==> config.mk <==
export PLATFORM = sky130hd
export DESIGN_NAME = tcb_lite_subsystem
export DESIGN_NICKNAME = d
export VERILOG_FILES = /design/src/hw/tcb_lite_pkg.sv /design/src/hw/tcb_lite_lane_aligner.sv /design/src/hw/tcb_lite_request_queue.sv /design/src/hw/tcb_lite_memory.sv /design/src/hw/tcb_lite_protocol_checker.sv /design/src/hw/tcb_lite_subsystem.sv
export SDC_FILE = /design/constraint.sdc
export NUM_CORES = 2
export LEC_CHECK = 0
export BUFFER_PORTS_ARGS = -buffer_cell sky130_fd_sc_hd__buf_2
export CORE_MARGIN = 2
export CORE_UTILIZATION = 54
export CTS_BUF_LIST = sky130_fd_sc_hd__clkbuf_4 sky130_fd_sc_hd__clkbuf_8 sky130_fd_sc_hd__clkbuf_16
export DETAILED_ROUTE_END_ITERATION = 6
export MAX_ROUTING_LAYER = met4
export PLACE_DENSITY = 0.81
export SYNTH_ARGS = -nofsm -noshare
export SYNTH_HDL_FRONTEND = slang
export SYNTH_SLANG_ARGS = --single-unit
==> constraint.sdc <==
create_clock -name tcb -period 4 [get_ports tcb]
set_clock_uncertainty 0.2 [all_clocks]
set_input_delay 0.2 -clock tcb [delete_from_list [all_inputs] [get_ports tcb]]
set_output_delay 0.2 -clock tcb [all_outputs]
set_load 0.02 [all_outputs]
==> src/hw/tcb_lite_pkg.sv <==
/*
  shared widths and enums for the TCB-Lite subsystem
  data width is fixed at 32 bits with little-endian byte lanes
  transfer size is a power of two bytes, siz_dword is illegal at this width
*/

package tcb_lite_pkg;

    //////////////////////////////////////////////////////////////////////
    // widths
    //////////////////////////////////////////////////////////////////////

    // bus data width in bits
    localparam int unsigned tcb_lite_data_width = 32;
    // bytes per bus word
    localparam int unsigned tcb_lite_byte_count = tcb_lite_data_width / 8;
    // low address bits that select a byte lane
    localparam int unsigned tcb_lite_offset_width = $clog2(tcb_lite_byte_count);

    //////////////////////////////////////////////////////////////////////
    // transfer size
    //////////////////////////////////////////////////////////////////////

    // log2 of the number of bytes in a transfer
    typedef enum logic [1:0] {
        siz_byte  = 2'd0,
        siz_half  = 2'd1,
        siz_word  = 2'd2,
        siz_dword = 2'd3
    } tcb_lite_siz_t;

    // largest size that fits in one bus word
    localparam tcb_lite_siz_t tcb_lite_size_max = siz_word;

    //////////////////////////////////////////////////////////////////////
    // protocol checker codes
    //////////////////////////////////////////////////////////////////////

    typedef enum logic [2:0] {
        viol_none          = 3'd0,
        // vld seen while reset was high
        viol_reset_valid   = 3'd1,
        // vld seen in the first cycle out of reset
        viol_reset_release = 3'd2,
        // request fields moved during a stall
        viol_unstable      = 3'd3,
        // siz wider than the bus
        viol_size_range    = 3'd4
    } tcb_lite_viol_t;

endpackage

==> src/hw/tcb_lite_lane_aligner.sv <==
/*
  combinational size/address to byte lane conversion
  misaligned or oversized requests keep going with no byte enables
  and req_err set, so they still get an in-order error response
*/

`timescale 1ns/1ps

module tcb_lite_lane_aligner import tcb_lite_pkg::*; #(
    parameter int unsigned addr_width = 8
) (
    // external request
    input  logic                                     vld,
    input  logic [addr_width-1:0]                    adr,
    input  tcb_lite_siz_t                            siz,
    input  logic                                     wen,
    input  logic [tcb_lite_data_width-1:0]           wdt,
    output logic                                     rdy,
    // aligned request to the queue
    output logic                                     req_vld,
    output logic                                     req_wen,
    output logic [addr_width-tcb_lite_offset_width-1:0] req_adr,
    output logic [tcb_lite_byte_count-1:0]           req_byt,
    output logic [tcb_lite_data_width-1:0]           req_wdt,
    output logic                                     req_err,
    input  logic                                     req_rdy
);

    logic [tcb_lite_offset_width-1:0] off;
    logic [tcb_lite_byte_count-1:0]   lane_mask;
    logic                             misaligned;
    logic                             too_wide;

    // handshake goes straight through
    assign req_vld = vld;
    assign rdy     = req_rdy;
    assign req_wen = wen;

    // byte offset inside the word, rest is the word address
    assign off     = adr[tcb_lite_offset_width-1:0];
    assign req_adr = adr[addr_width-1:tcb_lite_offset_width];

    always_comb begin
        // 2^siz lanes starting at lane 0
        for (int i = 0; i < tcb_lite_byte_count; i++) begin
            lane_mask[i] = (i < (1 << siz));
        end
        // any offset bit below the size makes it misaligned
        misaligned = 1'b0;
        for (int i = 0; i < tcb_lite_offset_width; i++) begin
            if (off[i] && (i < siz)) begin
                misaligned = 1'b1;
            end
        end
    end

    assign too_wide = (siz > tcb_lite_size_max);
    assign req_err  = misaligned || too_wide;

    // move the enables and the low data bytes up to the addressed lane
    assign req_byt = req_err ? '0 : (lane_mask << off);
    assign req_wdt = wdt << {off, 3'b000};

endmodule

==> src/hw/tcb_lite_request_queue.sv <==
/*
  two-entry request FIFO, no bypass
  a request written on one edge is offered on the next cycle
  in_rdy stays high while at least one slot is free
*/

`timescale 1ns/1ps

module tcb_lite_request_queue import tcb_lite_pkg::*; #(
    parameter int unsigned addr_width = 8,
    localparam int unsigned word_width = addr_width - tcb_lite_offset_width
) (
    input  logic                           tcb,
    input  logic                           reset,
    // write side, from the aligner
    input  logic                           in_vld,
    output logic                           in_rdy,
    input  logic                           in_wen,
    input  logic [word_width-1:0]          in_adr,
    input  logic [tcb_lite_byte_count-1:0] in_byt,
    input  logic [tcb_lite_data_width-1:0] in_wdt,
    input  logic                           in_err,
    // read side, to the memory
    output logic                           out_vld,
    input  logic                           out_rdy,
    output logic                           out_wen,
    output logic [word_width-1:0]          out_adr,
    output logic [tcb_lite_byte_count-1:0] out_byt,
    output logic [tcb_lite_data_width-1:0] out_wdt,
    output logic                           out_err
);

    // wen, err, word address, enables, data
    localparam int unsigned entry_width =
        2 + word_width + tcb_lite_byte_count + tcb_lite_data_width;

    logic [entry_width-1:0] slot [2];
    logic                   wr_ptr;
    logic                   rd_ptr;
    logic [1:0]             count;
    logic                   wr_en;
    logic                   rd_en;

    assign in_rdy  = (count != 2'd2);
    assign out_vld = (count != 2'd0);
    assign wr_en   = in_vld && in_rdy;
    assign rd_en   = out_vld && out_rdy;

    // pointers and fill level
    always_ff @(posedge tcb) begin
        if (reset) begin
            wr_ptr <= 1'b0;
            rd_ptr <= 1'b0;
            count  <= 2'd0;
        end else begin
            if (wr_en) begin
                wr_ptr <= !wr_ptr;
            end
            if (rd_en) begin
                rd_ptr <= !rd_ptr;
            end
            count <= count + 2'(wr_en) - 2'(rd_en);
        end
    end

    // payload slots
    always_ff @(posedge tcb) begin
        if (wr_en) begin
            slot[wr_ptr] <= {in_wen, in_err, in_adr, in_byt, in_wdt};
        end
    end

    assign {out_wen, out_err, out_adr, out_byt, out_wdt} = slot[rd_ptr];

    // a push must never land on the entry still on offer
    a_no_overflow: assert property (@(posedge tcb) disable iff (reset)
        out_vld && !out_rdy |=> out_vld &&
            $stable({out_wen, out_err, out_adr, out_byt, out_wdt}))
        else $error("request queue overwrote a waiting entry");

    // read and write pointers track the fill level
    a_no_underflow: assert property (@(posedge tcb) disable iff (reset)
        count != 2'd3 && count[0] == (wr_ptr ^ rd_ptr))
        else $error("request queue pointers disagree with its level");

endmodule

==> src/hw/tcb_lite_memory.sv <==
/*
  word array with byte enables, 2^(addr_width-2) words, contents start undefined
  hold high stalls execution, a request executes when mem_vld && !hold
  response is registered and valid for one cycle after execution
  reads return the whole word as it was before a same-edge write
*/

`timescale 1ns/1ps

module tcb_lite_memory import tcb_lite_pkg::*; #(
    parameter int unsigned addr_width = 8,
    localparam int unsigned word_width = addr_width - tcb_lite_offset_width
) (
    input  logic                           tcb,
    input  logic                           reset,
    input  logic                           hold,
    // request from the queue
    input  logic                           mem_vld,
    output logic                           mem_rdy,
    input  logic                           mem_wen,
    input  logic [word_width-1:0]          mem_adr,
    input  logic [tcb_lite_byte_count-1:0] mem_byt,
    input  logic [tcb_lite_data_width-1:0] mem_wdt,
    input  logic                           mem_err,
    // response strobe
    output logic                           rsp_vld,
    output logic [tcb_lite_data_width-1:0] rdt,
    output logic                           err
);

    logic [tcb_lite_data_width-1:0] mem [2**word_width];
    logic                           exec;

    assign mem_rdy = !hold;
    assign exec    = mem_vld && mem_rdy;

    // write only the enabled lanes, errored requests never touch the array
    always_ff @(posedge tcb) begin
        if (exec && mem_wen && !mem_err) begin
            for (int i = 0; i < tcb_lite_byte_count; i++) begin
                if (mem_byt[i]) begin
                    mem[mem_adr][8*i +: 8] <= mem_wdt[8*i +: 8];
                end
            end
        end
    end

    // response payload
    always_ff @(posedge tcb) begin
        if (exec) begin
            rdt <= mem[mem_adr];
            err <= mem_err;
        end
    end

    // strobe
    always_ff @(posedge tcb) begin
        if (reset) begin
            rsp_vld <= 1'b0;
        end else begin
            rsp_vld <= exec;
        end
    end

    // a held edge leaves the offered word untouched
    a_hold_blocks: assert property (@(posedge tcb) disable iff (reset)
        hold |=> mem[$past(mem_adr)] === $past(mem[mem_adr]))
        else $error("memory written during hold");

    // queue keeps the stalled request on offer until hold releases
    a_hold_keeps: assert property (@(posedge tcb) disable iff (reset)
        hold && mem_vld |=> mem_vld)
        else $error("stalled memory request withdrawn");

endmodule

==> src/hw/tcb_lite_protocol_checker.sv <==
/*
  passive monitor on the external request port
  first rule break is latched in viol_code until the next reset
  no X checks, lock or endianness rules
  assertions mirror the code, tests that break rules on purpose turn them off
*/

`timescale 1ns/1ps

module tcb_lite_protocol_checker import tcb_lite_pkg::*; #(
    parameter int unsigned addr_width = 8
) (
    input  logic                           tcb,
    input  logic                           reset,
    input  logic                           vld,
    input  logic                           rdy,
    input  logic                           wen,
    input  logic [addr_width-1:0]          adr,
    input  tcb_lite_siz_t                  siz,
    input  logic [tcb_lite_data_width-1:0] wdt,
    output logic                           viol,
    output tcb_lite_viol_t                 viol_code
);

    //////////////////////////////////////////////////////////////////////
    // history
    //////////////////////////////////////////////////////////////////////

    logic                           reset_q;
    logic                           rst_vld;
    logic                           stl_q;
    logic                           wen_q;
    logic [addr_width-1:0]          adr_q;
    tcb_lite_siz_t                  siz_q;
    logic [tcb_lite_data_width-1:0] wdt_q;
    tcb_lite_viol_t                 det_code;

    always_ff @(posedge tcb) begin
        reset_q <= reset;
        // collects vld over the whole reset, reported once it ends
        if (reset) begin
            rst_vld <= rst_vld || vld;
            stl_q   <= 1'b0;
        end else begin
            rst_vld <= 1'b0;
            stl_q   <= vld && !rdy;
        end
    end

    // fields of the previous cycle, compared only after a stall
    always_ff @(posedge tcb) begin
        wen_q <= wen;
        adr_q <= adr;
        siz_q <= siz;
        wdt_q <= wdt;
    end

    //////////////////////////////////////////////////////////////////////
    // detection and latch
    //////////////////////////////////////////////////////////////////////

    always_comb begin
        det_code = viol_none;
        if (vld) begin
            if (reset_q && !reset) begin
                det_code = viol_reset_release;
            end else if (stl_q && (wen != wen_q || adr != adr_q ||
                                   siz != siz_q || wdt != wdt_q)) begin
                det_code = viol_unstable;
            end else if (siz > tcb_lite_size_max) begin
                det_code = viol_size_range;
            end
        end
        // the reset one happened earliest, so it wins
        if (rst_vld && !reset) begin
            det_code = viol_reset_valid;
        end
    end

    always_ff @(posedge tcb) begin
        if (reset) begin
            viol      <= 1'b0;
            viol_code <= viol_none;
        end else if (!viol && det_code != viol_none) begin
            viol      <= 1'b1;
            viol_code <= det_code;
        end
    end

    //////////////////////////////////////////////////////////////////////
    // assertions
    //////////////////////////////////////////////////////////////////////

    a_reset_valid: assert property (@(posedge tcb) reset |-> !vld)
        else $error("vld high during reset");

    a_reset_release: assert property (@(posedge tcb) $fell(reset) |-> !vld)
        else $error("vld high in the first cycle after reset");

    // stalled request must not move until it is taken
    a_stable: assert property (@(posedge tcb) disable iff (reset)
        vld && $past(vld && !rdy) |-> $stable({wen, adr, siz, wdt}))
        else $error("request changed during a stall");

    a_size: assert property (@(posedge tcb) disable iff (reset)
        vld |-> siz <= tcb_lite_size_max)
        else $error("transfer size out of range");

endmodule

==> src/hw/tcb_lite_subsystem.sv <==
/*
  TCB-Lite subordinate, aligner -> two-entry queue -> memory
  read latency is 2 cycles with hold low, longer under hold
  responses are strobes in request order with no back-pressure
*/

`timescale 1ns/1ps

module tcb_lite_subsystem import tcb_lite_pkg::*; #(
    parameter int unsigned addr_width = 8
) (
    input  logic                           tcb,
    input  logic                           reset,
    input  logic                           hold,
    // request
    input  logic                           vld,
    output logic                           rdy,
    input  logic                           wen,
    input  logic [addr_width-1:0]          adr,
    input  tcb_lite_siz_t                  siz,
    input  logic [tcb_lite_data_width-1:0] wdt,
    // response
    output logic                           rsp_vld,
    output logic [tcb_lite_data_width-1:0] rdt,
    output logic                           err,
    // monitor
    output logic                           viol,
    output tcb_lite_viol_t                 viol_code
);

    localparam int unsigned word_width = addr_width - tcb_lite_offset_width;

    // aligner to queue
    logic                           req_vld;
    logic                           req_rdy;
    logic                           req_wen;
    logic [word_width-1:0]          req_adr;
    logic [tcb_lite_byte_count-1:0] req_byt;
    logic [tcb_lite_data_width-1:0] req_wdt;
    logic                           req_err;

    // queue to memory
    logic                           mem_vld;
    logic                           mem_rdy;
    logic                           mem_wen;
    logic [word_width-1:0]          mem_adr;
    logic [tcb_lite_byte_count-1:0] mem_byt;
    logic [tcb_lite_data_width-1:0] mem_wdt;
    logic                           mem_err;

    tcb_lite_lane_aligner #(.addr_width(addr_width)) u_aligner (
        .vld(vld), .adr(adr), .siz(siz), .wen(wen), .wdt(wdt), .rdy(rdy),
        .req_vld(req_vld), .req_wen(req_wen), .req_adr(req_adr),
        .req_byt(req_byt), .req_wdt(req_wdt), .req_err(req_err),
        .req_rdy(req_rdy)
    );

    tcb_lite_request_queue #(.addr_width(addr_width)) u_queue (
        .tcb(tcb), .reset(reset),
        .in_vld(req_vld), .in_rdy(req_rdy), .in_wen(req_wen),
        .in_adr(req_adr), .in_byt(req_byt), .in_wdt(req_wdt),
        .in_err(req_err),
        .out_vld(mem_vld), .out_rdy(mem_rdy), .out_wen(mem_wen),
        .out_adr(mem_adr), .out_byt(mem_byt), .out_wdt(mem_wdt),
        .out_err(mem_err)
    );

    tcb_lite_memory #(.addr_width(addr_width)) u_memory (
        .tcb(tcb), .reset(reset), .hold(hold),
        .mem_vld(mem_vld), .mem_rdy(mem_rdy), .mem_wen(mem_wen),
        .mem_adr(mem_adr), .mem_byt(mem_byt), .mem_wdt(mem_wdt),
        .mem_err(mem_err),
        .rsp_vld(rsp_vld), .rdt(rdt), .err(err)
    );

    // sits on the external port only
    tcb_lite_protocol_checker #(.addr_width(addr_width)) u_checker (
        .tcb(tcb), .reset(reset),
        .vld(vld), .rdy(rdy), .wen(wen), .adr(adr), .siz(siz), .wdt(wdt),
        .viol(viol), .viol_code(viol_code)
    );

endmodule

Yosys cells after proc, flatten, opt, wreduce, memory -nomap -nowiden. Memories as Yosys holds them, arrays and structs flattened. A register that Yosys moved wholly into a read port is not among the register bits. Cells that the tools add are included.

Logic and storage cells: 82. Output and inout port bits: 39. Input bits: 47. RAM bits: 2136. Register bits: 56. Memories: 2.

Add/sub/neg operators: 2. $lt $le $gt $ge: 7. Multiplexer cells: 24. Reduce and logical (&&, ||, !) cells: 25. Shifts and indexed selects: 3. Eq/ne operators: 5.

Memory list: u_memory.mem (depth 64, bits a word 32, rd ports 1, clocked after Yosys merged registers in 1, wr ports 1, line tcb_lite_memory.sv:31) `logic [tcb_lite_data_width-1:0] mem [2**word_width];`; u_queue.slot (depth 2, bits a word 44, rd ports 1, clocked after Yosys merged registers in 1, wr ports 1, line tcb_lite_request_queue.sv:37) `logic [entry_width-1:0] slot [2];`.

Operators with widths (count): $lt 3x32->1 const A (2); $lt 1x32->1 const A (1); $lt 2x32->1 const A (1); $ne 32x32->1 (1); $shl 1x2->32 const A (1); $shl 32x5->32 (1); $mux 1 (18); $mux 3 (5); $logic_and 1x1->1 (11); $ne 8x8->1 (1); $logic_not 1->1 (7); $logic_or 1x1->1 (5); $lt 1x2->1 const A (2); $mux 4 (1); $shl 4x2->4 (1); $reduce_bool 3->1 (1); $add 2x1->2 (1); $gt 2x2->1 const B (1); $ne 2x2->1 (1); $ne 2x2->1 const B (1); $reduce_bool 2->1 (1); $sub 2x1->2 (1); $ne 1x1->1 (1).

Longest topological paths before layout.
Depth in word-level cells: 11. Depth in mapped cells: 12. Gate-level depth less buffers: 7.

Modules after synthesis. From an unflattened synthesis, not the netlist that was laid out.

Cell total of the unflattened synthesis: 5236. Area total of the unflattened synthesis: 86226.4 sq um.

Modules (own cells, without submodules): tcb_lite_memory (times used 1, sequential area each 62510.0 sq um, cells each 4818, area each 80243.2 sq um); tcb_lite_request_queue (times used 1, sequential area each 2742.6 sq um, cells each 166, area each 3439.5 sq um); tcb_lite_protocol_checker (times used 1, sequential area each 1001.0 sq um, cells each 161, area each 1804.2 sq um); tcb_lite_lane_aligner (times used 1, sequential area each 0.0 sq um, cells each 91, area each 739.5 sq um).

Worst setup path before layout. OpenSTA, ideal clock, no wires.

Path kind: reg2reg. Start: register (tool-made name). End: memory u_memory.mem[10][0], enable pin. Period minus slack after synthesis: 3251 ps. Path slack: 749 ps. Cell stages (with the launch flop): 9. Data arrival time: 2668 ps. Buffers on the path: 4. Data required time: 3417 ps. Library setup time: 383 ps. Cells stage by stage: dfxtp_1 buf_2 buf_2 buf_2 mux2_2 nor3_1 nand2_1 clkbuf_1 nor3_1.

RTL lines (line): end, declared (tcb_lite_memory.sv:31).

==> results.sh <==
export IMPL_postCtsSetupBuffers=0
export IMPL_synth_edff_count=2169
export IMPL_row_count=143
export IMPL_nFillCells=9519
export IMPL_vdd_ir_drop_max_mv=0.499
export IMPL_ys_types=60
export IMPL_grt_pass1_wl_um=342000
export IMPL_synth_seq_cells=2225
export IMPL_fin_ws_ns=0.150
export IMPL_clock_latency_ns=0.86
export IMPL_worstHoldPathType="primary input to register"
export IMPL_grt_util_all_layers=0.309
export IMPL_design_die_area_um2=155000
export IMPL_grt_pass1_vias=49948
export IMPL_firstDrtPassIters=7
export IMPL_violations="DRC"
export IMPL_ys_flop_type="edfxtp_1"
export IMPL_wl_met3_um=35400
export IMPL_vias=51169
export IMPL_worst_ep_required_time_ns=4.37
export IMPL_io_pins=86
export IMPL_fmax_mhz=260
export IMPL_synth_largest_area_cell="edfxtp_1"
export IMPL_dr_max_layer_used="met4"
export IMPL_synthArstFlopShare=0
export IMPL_gp_congestion=0.899
export IMPL_wl_met2_um=109000
export IMPL_path_clk_slew_ns=0.06
export IMPL_netlist_area_leader_share=0.792
export IMPL_synth_area_leaders="edfxtp_1, a22oi_1, nor3_1"
export IMPL_met1_length_um=79300
export IMPL_cts_buffer_depth=3
export IMPL_critPathMaxFanout=50
export IMPL_die_w_um=394
export IMPL_finalMaxSlewViolations=0
export IMPL_cp_end_kind="register"
export IMPL_synthesis_nets=4610
export IMPL_path_class="register to register"
export IMPL_die_y_um=394
export IMPL_drt_iter0_drc=9991
export IMPL_routed_wl_um=237000
export IMPL_setup_tns_ns=0
export IMPL_htreeDepth=4
export IMPL_cp_top_family="simple AND/OR/NAND/NOR gates"
export IMPL_fin_crit_sh=0.962
export IMPL_slew_headroom=0.0882
export IMPL_ys_warn_count=0
export IMPL_fin_crit_ns=3.85
export IMPL_viasPerCell=7.02
export IMPL_synth_most_common_cell="edfxtp_1"
export IMPL_rsz0062_at_grt="no"
export IMPL_yosysSeqAreaShare=0.806
export IMPL_synth_common_cells="edfxtp_1, a22oi_1, nor3_1"
export IMPL_coreArea_um2=152000
export IMPL_port_buffers=85
export IMPL_drive_gt1_frac=0.192
export IMPL_area_growth_pct=16.2
export IMPL_cp_slowest_cell="edfxtp_1"
export IMPL_avgRoutedWirePerCell_um=32.5
export IMPL_power_leakage_nw=30.0
export IMPL_nNetsFinal=5129
export IMPL_cts_tree="yes"
export IMPL_cap_violations=0
export IMPL_initial_core_util=0.543
export IMPL_dpl_worst_slack_ns=0.0678
export IMPL_clockRootBuffer="clkbuf_16"
export IMPL_tightest_slew_ns=1.37
export IMPL_cts_buffers=204
export IMPL_syn_inst=4561
export IMPL_powerDensity_nw_per_um2=627
export IMPL_crit_path_cell_trace="and4_1 -> or2_4 -> buf_12 -> buf_4 -> a222oi_1 -> a31oi_1 -> nor4_1 -> o2111ai_1"
export IMPL_grt_max_degree=73
export IMPL_hold_viol=0
export IMPL_worst_hold_slack_ns=0.0375
export IMPL_overflow=0
export IMPL_status="complete, but fails checks"
export IMPL_numClockSinks=2225
export IMPL_place_area_um2=88000
export IMPL_drc=8
export IMPL_cp_data_arrival_time_ns=4.22
export IMPL_synthesis_area_um2=82300
export IMPL_stdcell_area_um2=95600
export IMPL_avgSynthCellArea_um2=18.0
export IMPL_antenna_found_initial=18
export IMPL_drtAntennaViolNets=0
export IMPL_max_stage_delay_ns=0.62
export IMPL_hpwl_um=141000
export IMPL_setup_viol=0
export IMPL_start_kind="register"
export IMPL_cp_num_buf_inv=2
per-layer routing:
| layer | global-route usage | vias to the layer above |
|---|---|---|
| li1 | - | 20292 |
| met1 | 0.393 | 25061 |
| met2 | 0.463 | 4918 |
| met3 | 0.0860 | 898 |
| met4 | 0.145 | 0 |
| met5 | - | - |
worst reg2reg max path, cell delays in order (launching register included):
cell and delay, ns:
edfxtp_1 0.62, and4_1 0.36, or2_4 0.47, buf_12 0.29, buf_4 0.33, a222oi_1 0.39
a31oi_1 0.28, nor4_1 0.47, o2111ai_1 0.17
what timing repair did:
item,CTS,global route
setup endpoints to repair,0,2
resized for setup,0,2
hold buffers,91,0
endpoints found under the hold margin,168,0
placed cells by master, fill, tap and decap left out, types with 9 or more instances in the layout:
cell	count
diode_2	17
or4_1	10
buf_12	40
nor4_1	59
dfxtp_1	55
and2_1	10
a21oi_1	43
a222oi_1	79
clkbuf_4	54
xor2_1	47
buf_2	85
o21ai_0	30
a2bb2oi_1	45
mux2i_1	80
mux2_2	69
dlygate4sd3_1	91
clkbuf_16	207
nor3_1	260
nand2_2	12
nand2_1	41
nand4_1	38
bufinv_16	14
a41oi_1	134
a22o_1	13
edfxtp_1	2169
inv_1	10
clkinv_2	30
a22oi_1	773
a31oi_1	77
nand3_1	11
clkinv_1	44
buf_4	441
nor2_4	9
nor2_1	26
nor2b_1	12
sequential cells by signal (all words and copies together), names as in the netlist, 2 cells and up, named ones only:
| signal | count |
|---|---|
| u_checker.siz_q | 2 |
| u_queue.count | 2 |
| u_checker.viol_code | 3 |
| u_memory.mem | 2048 |
| u_queue.slot | 88 |
| u_checker.adr_q | 8 |
| u_memory.rdt | 32 |
| u_checker.wdt_q | 32 |
cell families (layout without fill, tap and decap cells):
logic type	count (synthesis)	count (layout)	synth area share
AND/OR/NAND/NOR	528	528	0.0342
adder cells (fa/ha/maj)	2	2	0.000304
XOR/XNOR	48	48	0.00511
flip-flops	2225	2225	0.806
buffers and inverters	355	1036	0.0186
other	0	17	0
multiplexers	152	152	0.0196
AO/OA/AOI/OAI	1251	1251	0.117
power breakdown:
group	switching, W	leakage [nW]	internal (W)	total (W)
Sequential	0.000353	20.1	0.0283	0.0287
Clock	0.00838	3.30	0.0108	0.0192
Combinational	0.00891	6.66	0.00313	0.0120
Total	0.0176	30.0	0.0423	0.0600
cell type report:
cell class	instances	area, µm²	area share
Tap cell	2030	2540	0.0266
Antenna cell	17	42.5	0.000445
Multi-Input combinational cell	1981	14700	0.153
Sequential cell	2225	66300	0.693
Inverter	11	41.3	0.000432
Timing Repair Buffer	657	5450	0.0570
Clock inverter	103	956	0.0100
Clock buffer	265	5640	0.0590
stage by stage:
step / utilization / std cells / total power, W
2_1_floorplan: - / 4561 / 0.0349
3_3_place_gp: 0.581 / 6812 / 0.0402
3_5_place_dp: 0.581 / 6813 / 0.0406
4_1_cts: 0.630 / 7272 / 0.0595
5_1_grt: 0.631 / 7287 / 0.0611
6_report: 0.631 / 7289 / 0.0600
path summary, 6_finish.rpt:
kind | depth (start not counted) | slack, ns | from | to
max | 8 | 0.15 | u_queue.slot[1][38]$_DFFE_PP_ | u_memory.rdt[28]$_DFFE_PP_
min | 2 | 0.04 | adr[7] | u_queue.slot[1][41]$_DFFE_PP_
min reg2reg | 2 | 0.29 | u_checker.viol_code[1]$_SDFFE_PP0P_ | u_checker.viol_code[1]$_SDFFE_PP0P_
max reg2reg | 8 | 0.15 | u_queue.slot[1][38]$_DFFE_PP_ | u_memory.rdt[28]$_DFFE_PP_
Power figures use the tool's default switching activity.
